<file path="config.mk">
export PLATFORM = sky130hd
export DESIGN_NAME = tlcs_ctrl
export DESIGN_NICKNAME = d
export VERILOG_FILES = /design/src/verilog/tlcs_pkg.sv /design/src/verilog/uop_if.sv /design/src/verilog/op_decoder.sv /design/src/verilog/uop_queue.sv /design/src/verilog/issue_seq.sv /design/src/verilog/tlcs_ctrl.sv
export SDC_FILE = /design/constraint.sdc
export NUM_CORES = 1
export LEC_CHECK = 0
export BUFFER_PORTS_ARGS = -buffer_cell sky130_fd_sc_hd__clkbuf_2
export CAP_MARGIN = 20
export CORE_MARGIN = 3
export CORE_UTILIZATION = 45
export CTS_CLUSTER_DIAMETER = 80
export DETAILED_ROUTE_END_ITERATION = 10
export PLACE_DENSITY = 0.62
export SKIP_LAST_GASP = 1
export SYNTH_ARGS = -nofsm -noshare
export SYNTH_HDL_FRONTEND = slang
export SYNTH_SLANG_ARGS = --single-unit
</file>
<file path="constraint.sdc">
create_clock -name clk -period 6.1 [get_ports clk]
set_clock_uncertainty 0.05 [all_clocks]
set_input_delay 0.61 -clock clk [delete_from_list [all_inputs] [get_ports clk]]
set_output_delay 0.61 -clock clk [all_outputs]
set_load 0.02 [all_outputs]
</file>
<file path="src/verilog/tlcs_pkg.sv">
package tlcs_pkg;

    typedef logic [31:0] op_win_t;      // Four opcode bytes, first byte lowest
    typedef logic [2:0]  byte_cnt_t;    // Bytes consumed per cycle
    typedef logic [5:0]  alu_op_t;
    typedef logic [31:0] imm_t;
    typedef logic [7:0]  reg_code_t;    // Full register code
    typedef logic [2:0]  size_we_t;     // One-hot byte, word, long
    typedef logic [3:0]  cond_t;
    typedef logic [7:0]  flags_t;

    // Micro-op kinds
    typedef enum logic [2:0] {
        act_alu,
        act_flag,
        act_jr,
        act_incf,
        act_decf
    } act_t;

    typedef enum logic {
        st_issue,
        st_bubble                       // Dead cycle after a taken jump
    } seq_state_t;

    // Single-byte opcodes matched exactly
    localparam logic [7:0] OP_NOP  = 8'h00;
    localparam logic [7:0] OP_INCF = 8'h0c;
    localparam logic [7:0] OP_DECF = 8'h0d;

    localparam alu_op_t ALU_NOP  = 6'd0;
    localparam alu_op_t ALU_MOVE = 6'd1;
    localparam alu_op_t ALU_RCF  = 6'd2;
    localparam alu_op_t ALU_SCF  = 6'd3;
    localparam alu_op_t ALU_CCF  = 6'd4;
    localparam alu_op_t ALU_ZCF  = 6'd5;

    // Flag bit positions
    localparam int FS = 7;
    localparam int FZ = 6;
    localparam int FV = 2;
    localparam int FC = 0;

    localparam int QUEUE_DEPTH = 4;

    localparam imm_t JR_LEN = 32'd2;    // Offset is relative to the next opcode

endpackage

</file>
<file path="src/verilog/uop_if.sv">
`timescale 1ns/1ps

interface uop_if;
    import tlcs_pkg::*;

    logic      strobe;                  // Entry present
    logic      stall;                   // Receiver cannot take it
    act_t      act;
    alu_op_t   alu_op;
    imm_t      alu_imm;
    reg_code_t regs_dst;
    size_we_t  regs_we;
    cond_t     cond;

    modport source (
        output strobe, act, alu_op, alu_imm, regs_dst, regs_we, cond,
        input  stall
    );

    modport sink (
        input  strobe, act, alu_op, alu_imm, regs_dst, regs_we, cond,
        output stall
    );

endinterface

</file>
<file path="src/verilog/op_decoder.sv">
`timescale 1ns/1ps

module op_decoder (
    input  tlcs_pkg::op_win_t   op,
    input  logic                op_ok,
    output tlcs_pkg::byte_cnt_t fetched,
    uop_if.source               link
);
    import tlcs_pkg::*;

    byte_cnt_t len;                     // Instruction length
    logic      has_uop;

    // Short register number to full register code
    function automatic reg_code_t expand_reg(input logic [2:0] r, input logic word);
        reg_code_t code;
        if (!word) begin
            code = {4'he, r[2:1], 1'b0, ~r[0]};
        end else if (r[2]) begin
            code = {4'hf, r[1:0], 2'b00};
        end else begin
            code = {4'he, r[1:0], 2'b00};
        end
        return code;
    endfunction

    always_comb begin
        len           = 3'd1;
        has_uop       = 1'b0;
        link.act      = act_alu;
        link.alu_op   = ALU_NOP;
        link.alu_imm  = '0;
        link.regs_dst = '0;
        link.regs_we  = '0;
        link.cond     = '0;
        priority casez (op[7:0])
            OP_NOP: begin
                len = 3'd1;
            end
            8'b0010_0???: begin // LD R,# byte
                has_uop       = 1'b1;
                len           = 3'd2;
                link.act      = act_alu;
                link.alu_op   = ALU_MOVE;
                link.alu_imm  = {24'd0, op[15:8]};
                link.regs_dst = expand_reg(op[2:0], 1'b0);
                link.regs_we  = 3'b001;
            end
            8'b0011_0???: begin // LD R,# word
                has_uop       = 1'b1;
                len           = 3'd3;
                link.act      = act_alu;
                link.alu_op   = ALU_MOVE;
                link.alu_imm  = {16'd0, op[23:8]};
                link.regs_dst = expand_reg(op[2:0], 1'b1);
                link.regs_we  = 3'b010;
            end
            8'b0001_00??: begin // RCF SCF CCF ZCF
                has_uop  = 1'b1;
                len      = 3'd1;
                link.act = act_flag;
                case (op[1:0])
                    2'd0: link.alu_op = ALU_RCF;
                    2'd1: link.alu_op = ALU_SCF;
                    2'd2: link.alu_op = ALU_CCF;
                    default: link.alu_op = ALU_ZCF;
                endcase
            end
            OP_INCF: begin
                has_uop  = 1'b1;
                len      = 3'd1;
                link.act = act_incf;
            end
            OP_DECF: begin
                has_uop  = 1'b1;
                len      = 3'd1;
                link.act = act_decf;
            end
            8'b0110_????: begin // JR cc,d8
                has_uop      = 1'b1;
                len          = 3'd2;
                link.act     = act_jr;
                link.cond    = op[3:0];
                link.alu_imm = {{24{op[15]}}, op[15:8]} + JR_LEN;
            end
            default: begin
                len = 3'd1; // Unknown byte skipped
            end
        endcase
    end

    assign link.strobe = op_ok & has_uop;
    assign fetched     = (op_ok && !link.stall) ? len : 3'd0;  // Hold window while queue full

endmodule

</file>
<file path="src/verilog/uop_queue.sv">
`timescale 1ns/1ps

module uop_queue (
    input  logic  clk,
    input  logic  rst,
    uop_if.sink   in_link,
    uop_if.source out_link
);
    import tlcs_pkg::*;

    act_t      act_q    [QUEUE_DEPTH];
    alu_op_t   alu_op_q [QUEUE_DEPTH];
    imm_t      imm_q    [QUEUE_DEPTH];
    reg_code_t dst_q    [QUEUE_DEPTH];
    size_we_t  we_q     [QUEUE_DEPTH];
    cond_t     cond_q   [QUEUE_DEPTH];

    logic [$clog2(QUEUE_DEPTH)-1:0]   wr_ptr;
    logic [$clog2(QUEUE_DEPTH)-1:0]   rd_ptr;
    logic [$clog2(QUEUE_DEPTH+1)-1:0] count;
    logic                             push;
    logic                             pop;

    assign in_link.stall   = (count == QUEUE_DEPTH);
    assign push            = in_link.strobe & ~in_link.stall;
    assign out_link.strobe = (count != 0);
    assign pop             = out_link.strobe & ~out_link.stall;

    // Head entry
    assign out_link.act      = act_q[rd_ptr];
    assign out_link.alu_op   = alu_op_q[rd_ptr];
    assign out_link.alu_imm  = imm_q[rd_ptr];
    assign out_link.regs_dst = dst_q[rd_ptr];
    assign out_link.regs_we  = we_q[rd_ptr];
    assign out_link.cond     = cond_q[rd_ptr];

    always_ff @(posedge clk) begin
        if (push) begin
            act_q[wr_ptr]    <= in_link.act;
            alu_op_q[wr_ptr] <= in_link.alu_op;
            imm_q[wr_ptr]    <= in_link.alu_imm;
            dst_q[wr_ptr]    <= in_link.regs_dst;
            we_q[wr_ptr]     <= in_link.regs_we;
            cond_q[wr_ptr]   <= in_link.cond;
        end
    end

    always_ff @(posedge clk or posedge rst) begin
        if (rst) begin
            wr_ptr <= '0;
            rd_ptr <= '0;
            count  <= '0;
        end else begin
            if (push) wr_ptr <= wr_ptr + 1'b1;  // Depth is a power of two
            if (pop) rd_ptr <= rd_ptr + 1'b1;
            case ({push, pop})
                2'b10:   count <= count + 1'b1;
                2'b01:   count <= count - 1'b1;
                default: count <= count;        // Both or neither
            endcase
        end
    end

endmodule

</file>
<file path="src/verilog/issue_seq.sv">
`timescale 1ns/1ps

module issue_seq (
    input  logic                clk,
    input  logic                rst,
    input  tlcs_pkg::flags_t    flags,
    uop_if.sink                 link,
    output tlcs_pkg::alu_op_t   alu_op,
    output tlcs_pkg::imm_t      alu_imm,
    output logic                alu_smux,
    output tlcs_pkg::size_we_t  regs_we,
    output tlcs_pkg::reg_code_t regs_dst,
    output logic                flag_we,
    output logic                pc_rel,
    output logic                inc_rfp,
    output logic                dec_rfp
);
    import tlcs_pkg::*;

    seq_state_t state;
    seq_state_t nx_state;
    logic       take;
    logic       jr_taken;

    // Jump condition table
    function automatic logic cond_ok(input cond_t cc, input flags_t f);
        logic ok;
        case (cc)
            4'd0:  ok = 1'b0;
            4'd1:  ok = f[FS] ^ f[FV];               // Signed less
            4'd2:  ok = f[FZ] | (f[FS] ^ f[FV]);     // Signed less or equal
            4'd3:  ok = f[FZ] | f[FC];               // Unsigned less or equal
            4'd4:  ok = f[FV];
            4'd5:  ok = f[FS];
            4'd6:  ok = f[FZ];
            4'd7:  ok = f[FC];
            4'd8:  ok = 1'b1;
            4'd9:  ok = ~(f[FS] ^ f[FV]);
            4'd10: ok = ~(f[FZ] | (f[FS] ^ f[FV]));
            4'd11: ok = ~(f[FZ] | f[FC]);
            4'd12: ok = ~f[FV];
            4'd13: ok = ~f[FS];
            4'd14: ok = ~f[FZ];
            default: ok = ~f[FC];
        endcase
        return ok;
    endfunction

    assign link.stall = (state == st_bubble);
    assign take       = link.strobe & ~link.stall;
    assign jr_taken   = take && (link.act == act_jr) && cond_ok(link.cond, flags);

    always_comb begin
        nx_state = st_issue;
        if (state == st_issue && jr_taken) nx_state = st_bubble;
    end

    always_ff @(posedge clk or posedge rst) begin
        if (rst) begin
            state    <= st_issue;
            alu_op   <= ALU_NOP;
            alu_smux <= 1'b0;
            regs_we  <= '0;
            flag_we  <= 1'b0;
            pc_rel   <= 1'b0;
            inc_rfp  <= 1'b0;
            dec_rfp  <= 1'b0;
        end else begin
            state    <= nx_state;
            alu_op   <= ALU_NOP;                // Strobes last one cycle
            alu_smux <= 1'b0;
            regs_we  <= '0;
            flag_we  <= 1'b0;
            pc_rel   <= jr_taken;
            inc_rfp  <= take && (link.act == act_incf);
            dec_rfp  <= take && (link.act == act_decf);
            if (take && link.act == act_alu) begin
                alu_op   <= link.alu_op;
                alu_smux <= 1'b1;               // Immediate as ALU source
                regs_we  <= link.regs_we;
            end
            if (take && link.act == act_flag) begin
                alu_op  <= link.alu_op;
                flag_we <= 1'b1;
            end
        end
    end

    always_ff @(posedge clk) begin
        if (take && (link.act == act_alu || jr_taken)) alu_imm <= link.alu_imm;
        if (take && link.act == act_alu) regs_dst <= link.regs_dst;
    end

endmodule

</file>
<file path="src/verilog/tlcs_ctrl.sv">
`timescale 1ns/1ps

module tlcs_ctrl (
    input  logic                clk,
    input  logic                rst,
    input  tlcs_pkg::op_win_t   op,
    input  logic                op_ok,
    input  tlcs_pkg::flags_t    flags,
    output tlcs_pkg::byte_cnt_t fetched,
    output tlcs_pkg::alu_op_t   alu_op,
    output tlcs_pkg::imm_t      alu_imm,
    output logic                alu_smux,
    output tlcs_pkg::size_we_t  regs_we,
    output tlcs_pkg::reg_code_t regs_dst,
    output logic                flag_we,
    output logic                pc_rel,
    output logic                inc_rfp,
    output logic                dec_rfp
);

    uop_if dec_link ();                 // Decoder to queue
    uop_if iss_link ();                 // Queue to sequencer

    op_decoder op_decoder_i (
        .op      (op),
        .op_ok   (op_ok),
        .fetched (fetched),
        .link    (dec_link.source)
    );

    uop_queue uop_queue_i (
        .clk      (clk),
        .rst      (rst),
        .in_link  (dec_link.sink),
        .out_link (iss_link.source)
    );

    issue_seq issue_seq_i (
        .clk      (clk),
        .rst      (rst),
        .flags    (flags),
        .link     (iss_link.sink),
        .alu_op   (alu_op),
        .alu_imm  (alu_imm),
        .alu_smux (alu_smux),
        .regs_we  (regs_we),
        .regs_dst (regs_dst),
        .flag_we  (flag_we),
        .pc_rel   (pc_rel),
        .inc_rfp  (inc_rfp),
        .dec_rfp  (dec_rfp)
    );

endmodule

</file>
==> flow_summary.rst, run 1 <==
.. list-table::
   :header-rows: 1

   * - Metric
     - Value
   * - Result of the run
     - finished, final reports clean
   * - Antenna violations before repair
     - 0
   * - Setup slack, reg-to-reg
     - 2460 ps
   * - Inst Count DP
     - 665
   * - Clock buffer count from CTS
     - 17
   * - Number of optimization iterations in the first detailed-route pass
     - 4
   * - Power density of the placed cells
     - 456.6 nW/um2
   * - Most common flop cell mapped by yosys
     - sky130_fd_sc_hd__edfxtp_1
   * - Register bit count reported by yosys
     - between 150 and 200
   * - Total overflow reported by the global router
     - 0
   * - Clock transition at path regs
     - 60 ps
   * - Post-detailed-route count of antenna-violating nets
     - 0
   * - Share of the synthesized area in the top cell type
     - 66.34%
   * - Effective utilization at floorplan
     - between 40% and 50%
   * - Post-CTS sizing
     - 0
   * - Proportion of total power due to net switching
     - a little under a third
   * - Chip height
     - roughly 130 um
   * - Final worst-path cycle share
     - 59.61%
   * - Top post-synthesis cells by area
     - sky130_fd_sc_hd__edfxtp_1, sky130_fd_sc_hd__mux4_2, sky130_fd_sc_hd__dfrtp_1, sky130_fd_sc_hd__buf_4, sky130_fd_sc_hd__ha_1
   * - Ranking of synthesized cells by instance count
     - sky130_fd_sc_hd__edfxtp_1, sky130_fd_sc_hd__mux4_2, sky130_fd_sc_hd__buf_4
   * - Final total power
     - ~3800 uW
   * - Number of endpoints failing setup at the final stage
     - 0
   * - Worst slew margin relative to its limit
     - between 30 and 40%
   * - Switching component of the power
     - 1184 uW
   * - Clock Power Share
     - 26.9%
   * - Shortest period the worst path allows
     - 3636 ps
   * - First DRT Iteration DRCs
     - 187
   * - Area growth, synth to finish
     - 15.05%
   * - Maximum number of pins on one net before global-route repair
     - 38
   * - Total internal power
     - 2573 uW
   * - Detailed placement HPWL
     - 8084 um
   * - Top-count cell post-synth
     - sky130_fd_sc_hd__edfxtp_1
   * - Launch point of the critical path
     - uop_queue_i.rd_ptr[0]
   * - Number of flops mapped to enable cells by yosys
     - 158
   * - Synth cell types
     - 48
   * - Floorplan Core Area
     - 15370 um2
   * - Final Hold Viols
     - 0
   * - Total negative slack for setup checks
     - 0 ps
   * - Number of port buffers
     - 81
   * - Routed wire length
     - 13130 um
   * - Worst hold margin
     - ~270 ps
   * - Largest voltage drop on the vdd net
     - 210.1 uV
   * - First-pass GRT wire length
     - 20790 um
   * - Routability Congestion
     - between 0.8 and 0.9
   * - FP Rows
     - between 40 and 50
   * - Critical Setup Path Class
     - reg2reg
   * - R2R depth
     - 7
   * - Instance count of the mapped netlist
     - between 300 and 400
   * - Max cap viols
     - 0
   * - Number of top-level pins
     - 100
   * - Kind of start point of the critical path
     - register
   * - DRC violation count after routing
     - 0
   * - Deepest clock path buffer count
     - 2
   * - Post-CTS setup buffers
     - 0
   * - CTS sink cnt
     - roughly 180
   * - Type of element capturing the critical path
     - register
   * - Register share of total power
     - between 40% and 50%
   * - Max FO, Critical Path
     - 23
   * - Via count of the first global-routing pass
     - 3762
   * - CTS root buf
     - sky130_fd_sc_hd__clkbuf_16
   * - Portion of the post-synthesis area used by sequential elements
     - 72.64%
   * - Post-synthesis instance area
     - 7152 um2
   * - Number of non-filler instances in the completed layout
     - 696
   * - Arrival time reported for the critical path endpoint
     - 3680 ps
   * - Synth Warn #
     - 0
   * - Detailed-route vias per instance
     - 5.280
   * - Slew @ Worst Pin
     - ~930 ps
   * - Number of hold-repair buffers added at the cts stage
     - 0
   * - Fraction of layout instances using a drive strength above 1
     - 32.37%
   * - Antenna diode count
     - 0
   * - Die extent in x
     - 132.1 um
   * - Cell type with the highest aggregate area in the netlist
     - sky130_fd_sc_hd__edfxtp_1
   * - Startpoint of the worst register-to-register path
     - uop_queue_i.rd_ptr[0]
   * - Ys async rst share
     - 10.23%
   * - Final-report max-slew violation count
     - 0
   * - Final Net Count
     - approximately 520
   * - Setup repair after global routing missed its margin
     - no
   * - Worst endpoint required time
     - 6140 ps
   * - # H-tree levels
     - 4
   * - Clock tree from TritonCTS
     - done
   * - Source-to-sink clock delay at the later pin of the worst-skew pair
     - 420 ps
   * - Logic gate share of total power
     - a little under 30%
   * - FF-to-FF End
     - issue_seq_i.alu_imm[6]
   * - Area of the die
     - roughly 17000 um2
   * - Peak clock frequency supported by timing
     - between 200 and 300 MHz
   * - Routed length per instance
     - ~19 um
   * - Type of the most critical hold path
     - in2async
   * - LEAKAGE
     - roughly 0.0031 uW
   * - Number of vias in the routed layout
     - 3675
   * - Synthesized area divided by synthesized cell count
     - ~18 um2
   * - GR Util All Layers
     - between 15 and 20%
==> metrics by stage <==
| stage | setup slack (ps) | util (%) | instance area, um2 |
|---|---|---|---|
| floorplan | 2690 | - | 7171 |
| global placement | 2112 | 49.94 | 7676 |
| detailed placement | 2060 | 49.94 | 7676 |
| CTS | 2370 | 53.53 | 8228 |
| global route | 2200 | 53.53 | 8228 |
| finish | 2464 | 53.53 | 8228 |
==> logic make-up after synthesis <==
group                    Yosys count  share of synthesized area (%)
AO/OA/AOI/OAI                     38                          3.552
buffers and inverters             49                          3.919
XOR/XNOR                           9                          1.102
AND/OR/NAND/NOR                   76                          5.599
flip-flops                       176                          72.64
other                              1                        0.05243
multiplexers                      41                          11.81
adder cells (fa/ha/maj)            7                          1.330
==> final cells by class <==
cell class | instances | area, um2
Clock buffer | 18 | 429.2
Sequential cell | 176 | 5196
Timing Repair Buffer | 90 | 473.0
Tap cell | 211 | 264.0
Clock inverter | 13 | 122.6
Inverter | 11 | 41.29
Multi-Input combinational cell | 177 | 1702
Fill cell | 1219 | 7143
==> sequential cells by signal, summed over array words and instances (netlist names) <==
| name | flops |
|---|---|
| uop_queue_i.imm_q | 68 |
| uop_queue_i.dst_q | 20 |
| issue_seq_i.alu_imm | 17 |
| uop_queue_i.cond_q | 16 |
| uop_queue_i.act_q | 12 |
| uop_queue_i.alu_op_q | 12 |
| uop_queue_i.we_q | 8 |
| issue_seq_i.regs_dst | 5 |
| issue_seq_i.alu_op | 3 |
| uop_queue_i.count | 3 |
| issue_seq_i.regs_we | 2 |
| uop_queue_i.rd_ptr | 2 |
| uop_queue_i.wr_ptr | 2 |
| issue_seq_i.alu_smux | 1 |
| issue_seq_i.dec_rfp | 1 |
| issue_seq_i.flag_we | 1 |
| issue_seq_i.inc_rfp | 1 |
| issue_seq_i.link.stall | 1 |
| issue_seq_i.pc_rel | 1 |
==> metal layers <==
layer  vias to the layer above  wire (um)  GRT usage [%]
met5                         -          0              0
met2                       102       6623          25.68
li1                       1666          -              -
met3                        21        570          3.817
met1                      1886       5689          20.80
met4                         0        246          6.476
==> power groups by stage <==
| stage | Sequential (uW) | Combinational (uW) | Clock, uW |
|---|---|---|---|
| 6_report | 1620 | 1120 | 1010 |
| 5_1_grt | 1650 | 1220 | 1090 |
| 4_1_cts | 1630 | 1140 | 1040 |
| 3_5_place_dp | 1650 | 1140 | 0 |
| 3_3_place_gp | 1650 | 1130 | 0 |
| 2_1_floorplan | 1730 | 787 | 0 |
==> critical path, stage by stage, from the launching register on <==
cell                       delay, ps
sky130_fd_sc_hd__dfrtp_2         700
sky130_fd_sc_hd__buf_4           490
sky130_fd_sc_hd__mux4_1          790
sky130_fd_sc_hd__nand2b_1        220
sky130_fd_sc_hd__o32a_1          360
sky130_fd_sc_hd__and3b_1         200
sky130_fd_sc_hd__a31oi_2         170
sky130_fd_sc_hd__buf_4           300
==> cells in the final DEF, fill, tap and decap left out, drive strengths merged, types with 5 or more instances in the layout <==
cell type and instances:
xnor2 5, nand2 14, o21ai 15, a21o 8
edfxtp 158, mux2i 6, nor2 20, buf 9
mux4 34, nor2b 7, conb 6, clkbuf 99
inv 11, nor3 5, clkinv 10, ha 6
and2 11, dfrtp 18
==> worst max-delay path by stage <==
stage	endpoint	slack [ps]	cells after the start
2_1_floorplan	issue_seq_i.alu_imm[0]	2690	6
3_3_place_gp	uop_queue_i.imm_q[0][11]	2110	8
3_5_place_dp	uop_queue_i.imm_q[1][10]	2060	8
4_1_cts	issue_seq_i.alu_imm[6]	2370	7
5_1_grt	issue_seq_i.alu_imm[4]	2200	7
6_report	issue_seq_i.alu_imm[6]	2460	7
Power figures use the tool's default switching activity.
==> run 2, diff against run 1 <==
Settings changed: ABC_AREA set to 1, PLACE_DENSITY 0.62 to 0.64.
Clock period 6.1 ns to 3.1 ns, I/O delays scaled along.
==> run 2 against run 1 <==
First-iteration DRC count increased by 94%. Synthesized cell count rose by 61%. Clock power is 97% higher. Sequential power rose by 93%. Synthesized area up 5.5%. Register-to-register slack got worse by 1800 ps. Final area up 4.7%. Maximum frequency grew 47%. Utilization decreased by 0.050 points. Clock-buffer cell count stayed put. Critical path type unchanged. Critical endpoint is now issue_seq_i.alu_imm[11].
==> flow_summary.rst, run 2 <==
.. list-table::
   :header-rows: 1

   * - Metric
     - Value
   * - Synth cell types
     - 41 (-15%)
   * - Cell type with the highest aggregate area in the netlist
     - sky130_fd_sc_hd__edfxtp_1
   * - Largest voltage drop on the vdd net
     - 669.2 uV (+220%)
   * - LEAKAGE
     - 0.003409 uW (+10%)
   * - CTS root buf
     - sky130_fd_sc_hd__clkbuf_16
   * - Fillcell total
     - 1393 (+14%)
   * - Clock tree from TritonCTS
     - done
   * - Via count of the first global-routing pass
     - 4888 (+30%)
   * - Peak clock frequency supported by timing
     - 405.6 MHz (+47%)
   * - Slowest stage cell, crit path
     - sky130_fd_sc_hd__dfrtp_2
   * - First DRT Iteration DRCs
     - 363 (+94%)
   * - Number of port buffers
     - 81 (unchanged)
   * - Detailed-route vias per instance
     - 5.172 (-2.0%)
   * - Most common flop cell mapped by yosys
     - sky130_fd_sc_hd__edfxtp_1
   * - Clock Power Share
     - 24.9% (-2.0 points)
   * - Routed wire length
     - 16030 um (+22%)
   * - Switching component of the power
     - 3028 uW (+160%)
   * - Clock buffer count from CTS
     - 17 (unchanged)
   * - Instance count of the mapped netlist
     - 639 (+61%)
   * - Power density of the placed cells
     - 925.6 nW/um2 (+100%)
   * - Critical Setup Path Class
     - reg2reg
   * - Result of the run
     - finished, final reports clean
   * - Final Hold Viols
     - 0 (unchanged)
   * - Effective utilization at floorplan
     - 46.80% (+0.27 points)
   * - Logic gate share of total power
     - 35.9% (+6.1 points)
   * - Deepest clock path buffer count
     - 2 (unchanged)
   * - Worst hold margin
     - 183.7 ps (-91.04 ps)
   * - DRC violation count after routing
     - 0 (unchanged)
   * - Proportion of total power due to net switching
     - 37.96% (+6.5 points)
   * - Number of flops mapped to enable cells by yosys
     - 158 (unchanged)
   * - CP cell instances
     - inv_8, nand2_1, nand3_1, nand2_1, nor2_1, nand2_1, a21oi_1, nor2_1, nand3_1, nand2_1, nand2_1, buf_12
   * - Number of vias in the routed layout
     - 4831 (+31%)
   * - Die extent in x
     - 135.5 um (+2.6%)
   * - Commonest non-fill, non-tap cell in the layout
     - sky130_fd_sc_hd__edfxtp_1
   * - Post-synthesis instance area
     - 7542 um2 (+5.5%)
   * - Area of the multi-input gates
     - 1869 um2 (+9.9%)
   * - Ys async rst share
     - 10.23% (unchanged)
   * - Max cap viols
     - 0 (unchanged)
   * - Count of buffer and inverter cells on the critical path
     - 2 (unchanged)
   * - First-pass GRT wire length
     - 25520 um (+23%)
   * - Final Net Count
     - 757 (+45%)
   * - Total internal power
     - 4948 uW (+92%)
   * - Type of the most critical hold path
     - in2reg
   * - Setup repair after global routing missed its margin
     - no
   * - GR Util All Layers
     - 18.32% (+2.5 points)
   * - Register ranked first by flip-flop count
     - uop_queue_i.imm_q
   * - Antenna violations before repair
     - 0 (unchanged)
   * - Routed length per instance
     - 17.16 um (-9.0%)
   * - Share of the synthesized area in the top cell type
     - 62.91% (-3.4 points)
   * - Maximum number of pins on one net before global-route repair
     - 72 (+89%)
   * - Synth Warn #
     - 0 (unchanged)
   * - Post-detailed-route count of antenna-violating nets
     - 0 (unchanged)
   * - CTS sink cnt
     - 176 (unchanged)
   * - Top-count cell post-synth
     - sky130_fd_sc_hd__edfxtp_1
   * - Type of element capturing the critical path
     - register
   * - Top post-synthesis cells by area
     - sky130_fd_sc_hd__edfxtp_1, sky130_fd_sc_hd__dfrtp_1, sky130_fd_sc_hd__nand2_1, sky130_fd_sc_hd__nor2_1, sky130_fd_sc_hd__o21ai_0
   * - Max FO, Critical Path
     - 69 (+200%)
   * - Total negative slack for setup checks
     - 0 ps (unchanged)
   * - # H-tree levels
     - 4 (unchanged)
   * - Shortest period the worst path allows
     - 2466 ps (-1171 ps)
   * - Detailed placement HPWL
     - 9633 um (+19%)
   * - Commonest cells after routing, fill and taps aside
     - sky130_fd_sc_hd__edfxtp_1, sky130_fd_sc_hd__nand2_1, sky130_fd_sc_hd__nor2_1
   * - Number of endpoints failing setup at the final stage
     - 0 (unchanged)
   * - Source-to-sink clock delay at the later pin of the worst-skew pair
     - 420 ps (about the same)
   * - FP Rows
     - 46 (+2.2%)
   * - Number of flip-flops in the largest register
     - 68 (unchanged)
   * - Crit-path leading delay family
     - simple AND/OR/NAND/NOR gates
   * - Portion of the post-synthesis area used by sequential elements
     - 68.88% (-3.8 points)
   * - Area of the die
     - 18350 um2 (+5.2%)
   * - Synthesized area divided by synthesized cell count
     - 11.80 um2 (-34%)
   * - Clock transition at path regs
     - 70 ps (about the same)
   * - Chip height
     - 135.5 um (+2.6%)
   * - Area growth, synth to finish
     - 14.27%
   * - Final worst-path cycle share
     - 79.53% (+20 points)
   * - Registers with the most flip-flops
     - uop_queue_i.imm_q x68, uop_queue_i.dst_q x20, issue_seq_i.alu_imm x17
   * - Number of top-level pins
     - 100 (unchanged)
   * - Worst slew margin relative to its limit
     - 55.03% (+17 points)
   * - Arrival time reported for the critical path endpoint
     - 2540 ps (-1140 ps)
   * - Total overflow reported by the global router
     - 0 (unchanged)
   * - Worst endpoint required time
     - 3180 ps (-2960 ps)
   * - Register bit count reported by yosys
     - 176 (unchanged)
   * - Final-report max-slew violation count
     - 0 (unchanged)
   * - Kind of start point of the critical path
     - register
   * - Ranking of synthesized cells by instance count
     - sky130_fd_sc_hd__edfxtp_1, sky130_fd_sc_hd__nand2_1, sky130_fd_sc_hd__nor2_1
   * - Post-CTS sizing
     - 0 (unchanged)
   * - Floorplan Core Area
     - 16120 um2 (+4.8%)
   * - FF+latch area
     - 5196 um2 (unchanged)
   * - Register share of total power
     - 39.3% (-4.0 points)
   * - Most numerous cell on the critical path
     - sky130_fd_sc_hd__nand2_1
   * - Slowest stage delay, CP
     - 460 ps (-330 ps)
   * - Antenna diode count
     - 0 (unchanged)
   * - Slew @ Worst Pin
     - 673.9 ps (-258.4 ps)
   * - Number of optimization iterations in the first detailed-route pass
     - 5 (+1)
   * - Routability Congestion
     - 0.8024 (-5.7%)
   * - Fraction of layout instances using a drive strength above 1
     - 21.73% (-11 points)
## run 2: changes by cell type in the layout (fill, tap and decap cells not counted), sizes merged, moves of 25 or more
cell / delta
nand2: +98
o22ai: +25
nor2: +83
mux4: -34
o21ai: +46
inv: +38
## run 2: per-layer routing
layer / vias to the layer above / share of wire (%) / GRT usage, %
met1: 2336 / 43 / 23.54
met5: - / 0 / 0
met4: 0 / 2.0 / 6.327
li1: 2317 / - / -
met2: 151 / 50 / 30.67
met3: 27 / 5.4 / 4.346
## run 2: final cells by class
cell class,count,area share [%]
flip-flops and latches,176,60.29
multi-input cells,375,21.69
repair buffers,91,6.475
clock buffers,18,4.980
well taps,216,3.136
inverters,46,2.120
clock inverters,12,1.307
## run 2: timing repair
item                                   CTS  global route
endpoints found under the hold margin   18             0
setup buffers                            0             0
hold buffers                             1             0
## run 2: cells by family after synthesis
logic type / after synthesis / share of synthesized area, %
flip-flops: 176 / 68.88
XOR/XNOR: 6 / 0.6967
AND/OR/NAND/NOR: 250 / 14.35
AO/OA/AOI/OAI: 106 / 8.046
other: 1 / 0.04972
buffers and inverters: 93 / 6.719
adder cells (fa/ha/maj): 7 / 1.261
## run 2: path summary, 6_finish.rpt
| kind | from | endpoint | slack, ps | depth (start not counted) |
|---|---|---|---|---|
| setup / recovery | uop_queue_i.rd_ptr[0] | issue_seq_i.alu_imm[11] | 630 | 12 |
| hold / removal | op[23] | uop_queue_i.imm_q[2][15] | 180 | 3 |
| setup reg to reg | uop_queue_i.rd_ptr[0] | issue_seq_i.alu_imm[11] | 630 | 12 |
| hold reg to reg | uop_queue_i.count[0] | uop_queue_i.count[0] | 460 | 1 |
| max in group asynchronous | rst | uop_queue_i.rd_ptr[0] | 2060 | 3 |
| min in group asynchronous | rst | issue_seq_i.alu_smux | 470 | 3 |
## run 2: through the flow
stage / setup slack (ps) / instance area (um2) / util (%) / power, uW / instances
global route: 396.9 / 8618 / 53.48 / 8487 / 934
floorplan: 22.45 / 7561 / - / 5395 / 644
detailed placement: 450.3 / 8066 / 50.05 / 6068 / 903
CTS: 605.2 / 8618 / 53.48 / 8049 / 934
global placement: 521.8 / 8066 / 50.05 / 5972 / 903
finish: 634.5 / 8618 / 53.48 / 7977 / 934
## run 2: tightest hold or removal path: cells and delay by family
family	cells	cell delay (ps)
AND/OR/NAND/NOR	2	150
buffers and inverters	1	80
## run 2: power groups by stage
stage / clock network [uW] / registers, uW / logic [uW]
detailed placement: 0 / 3180 / 2890
global placement: 0 / 3170 / 2800
finish: 1990 / 3130 / 2860
floorplan: 0 / 3400 / 1990
global route: 2110 / 3170 / 3210
CTS: 2010 / 3140 / 2900
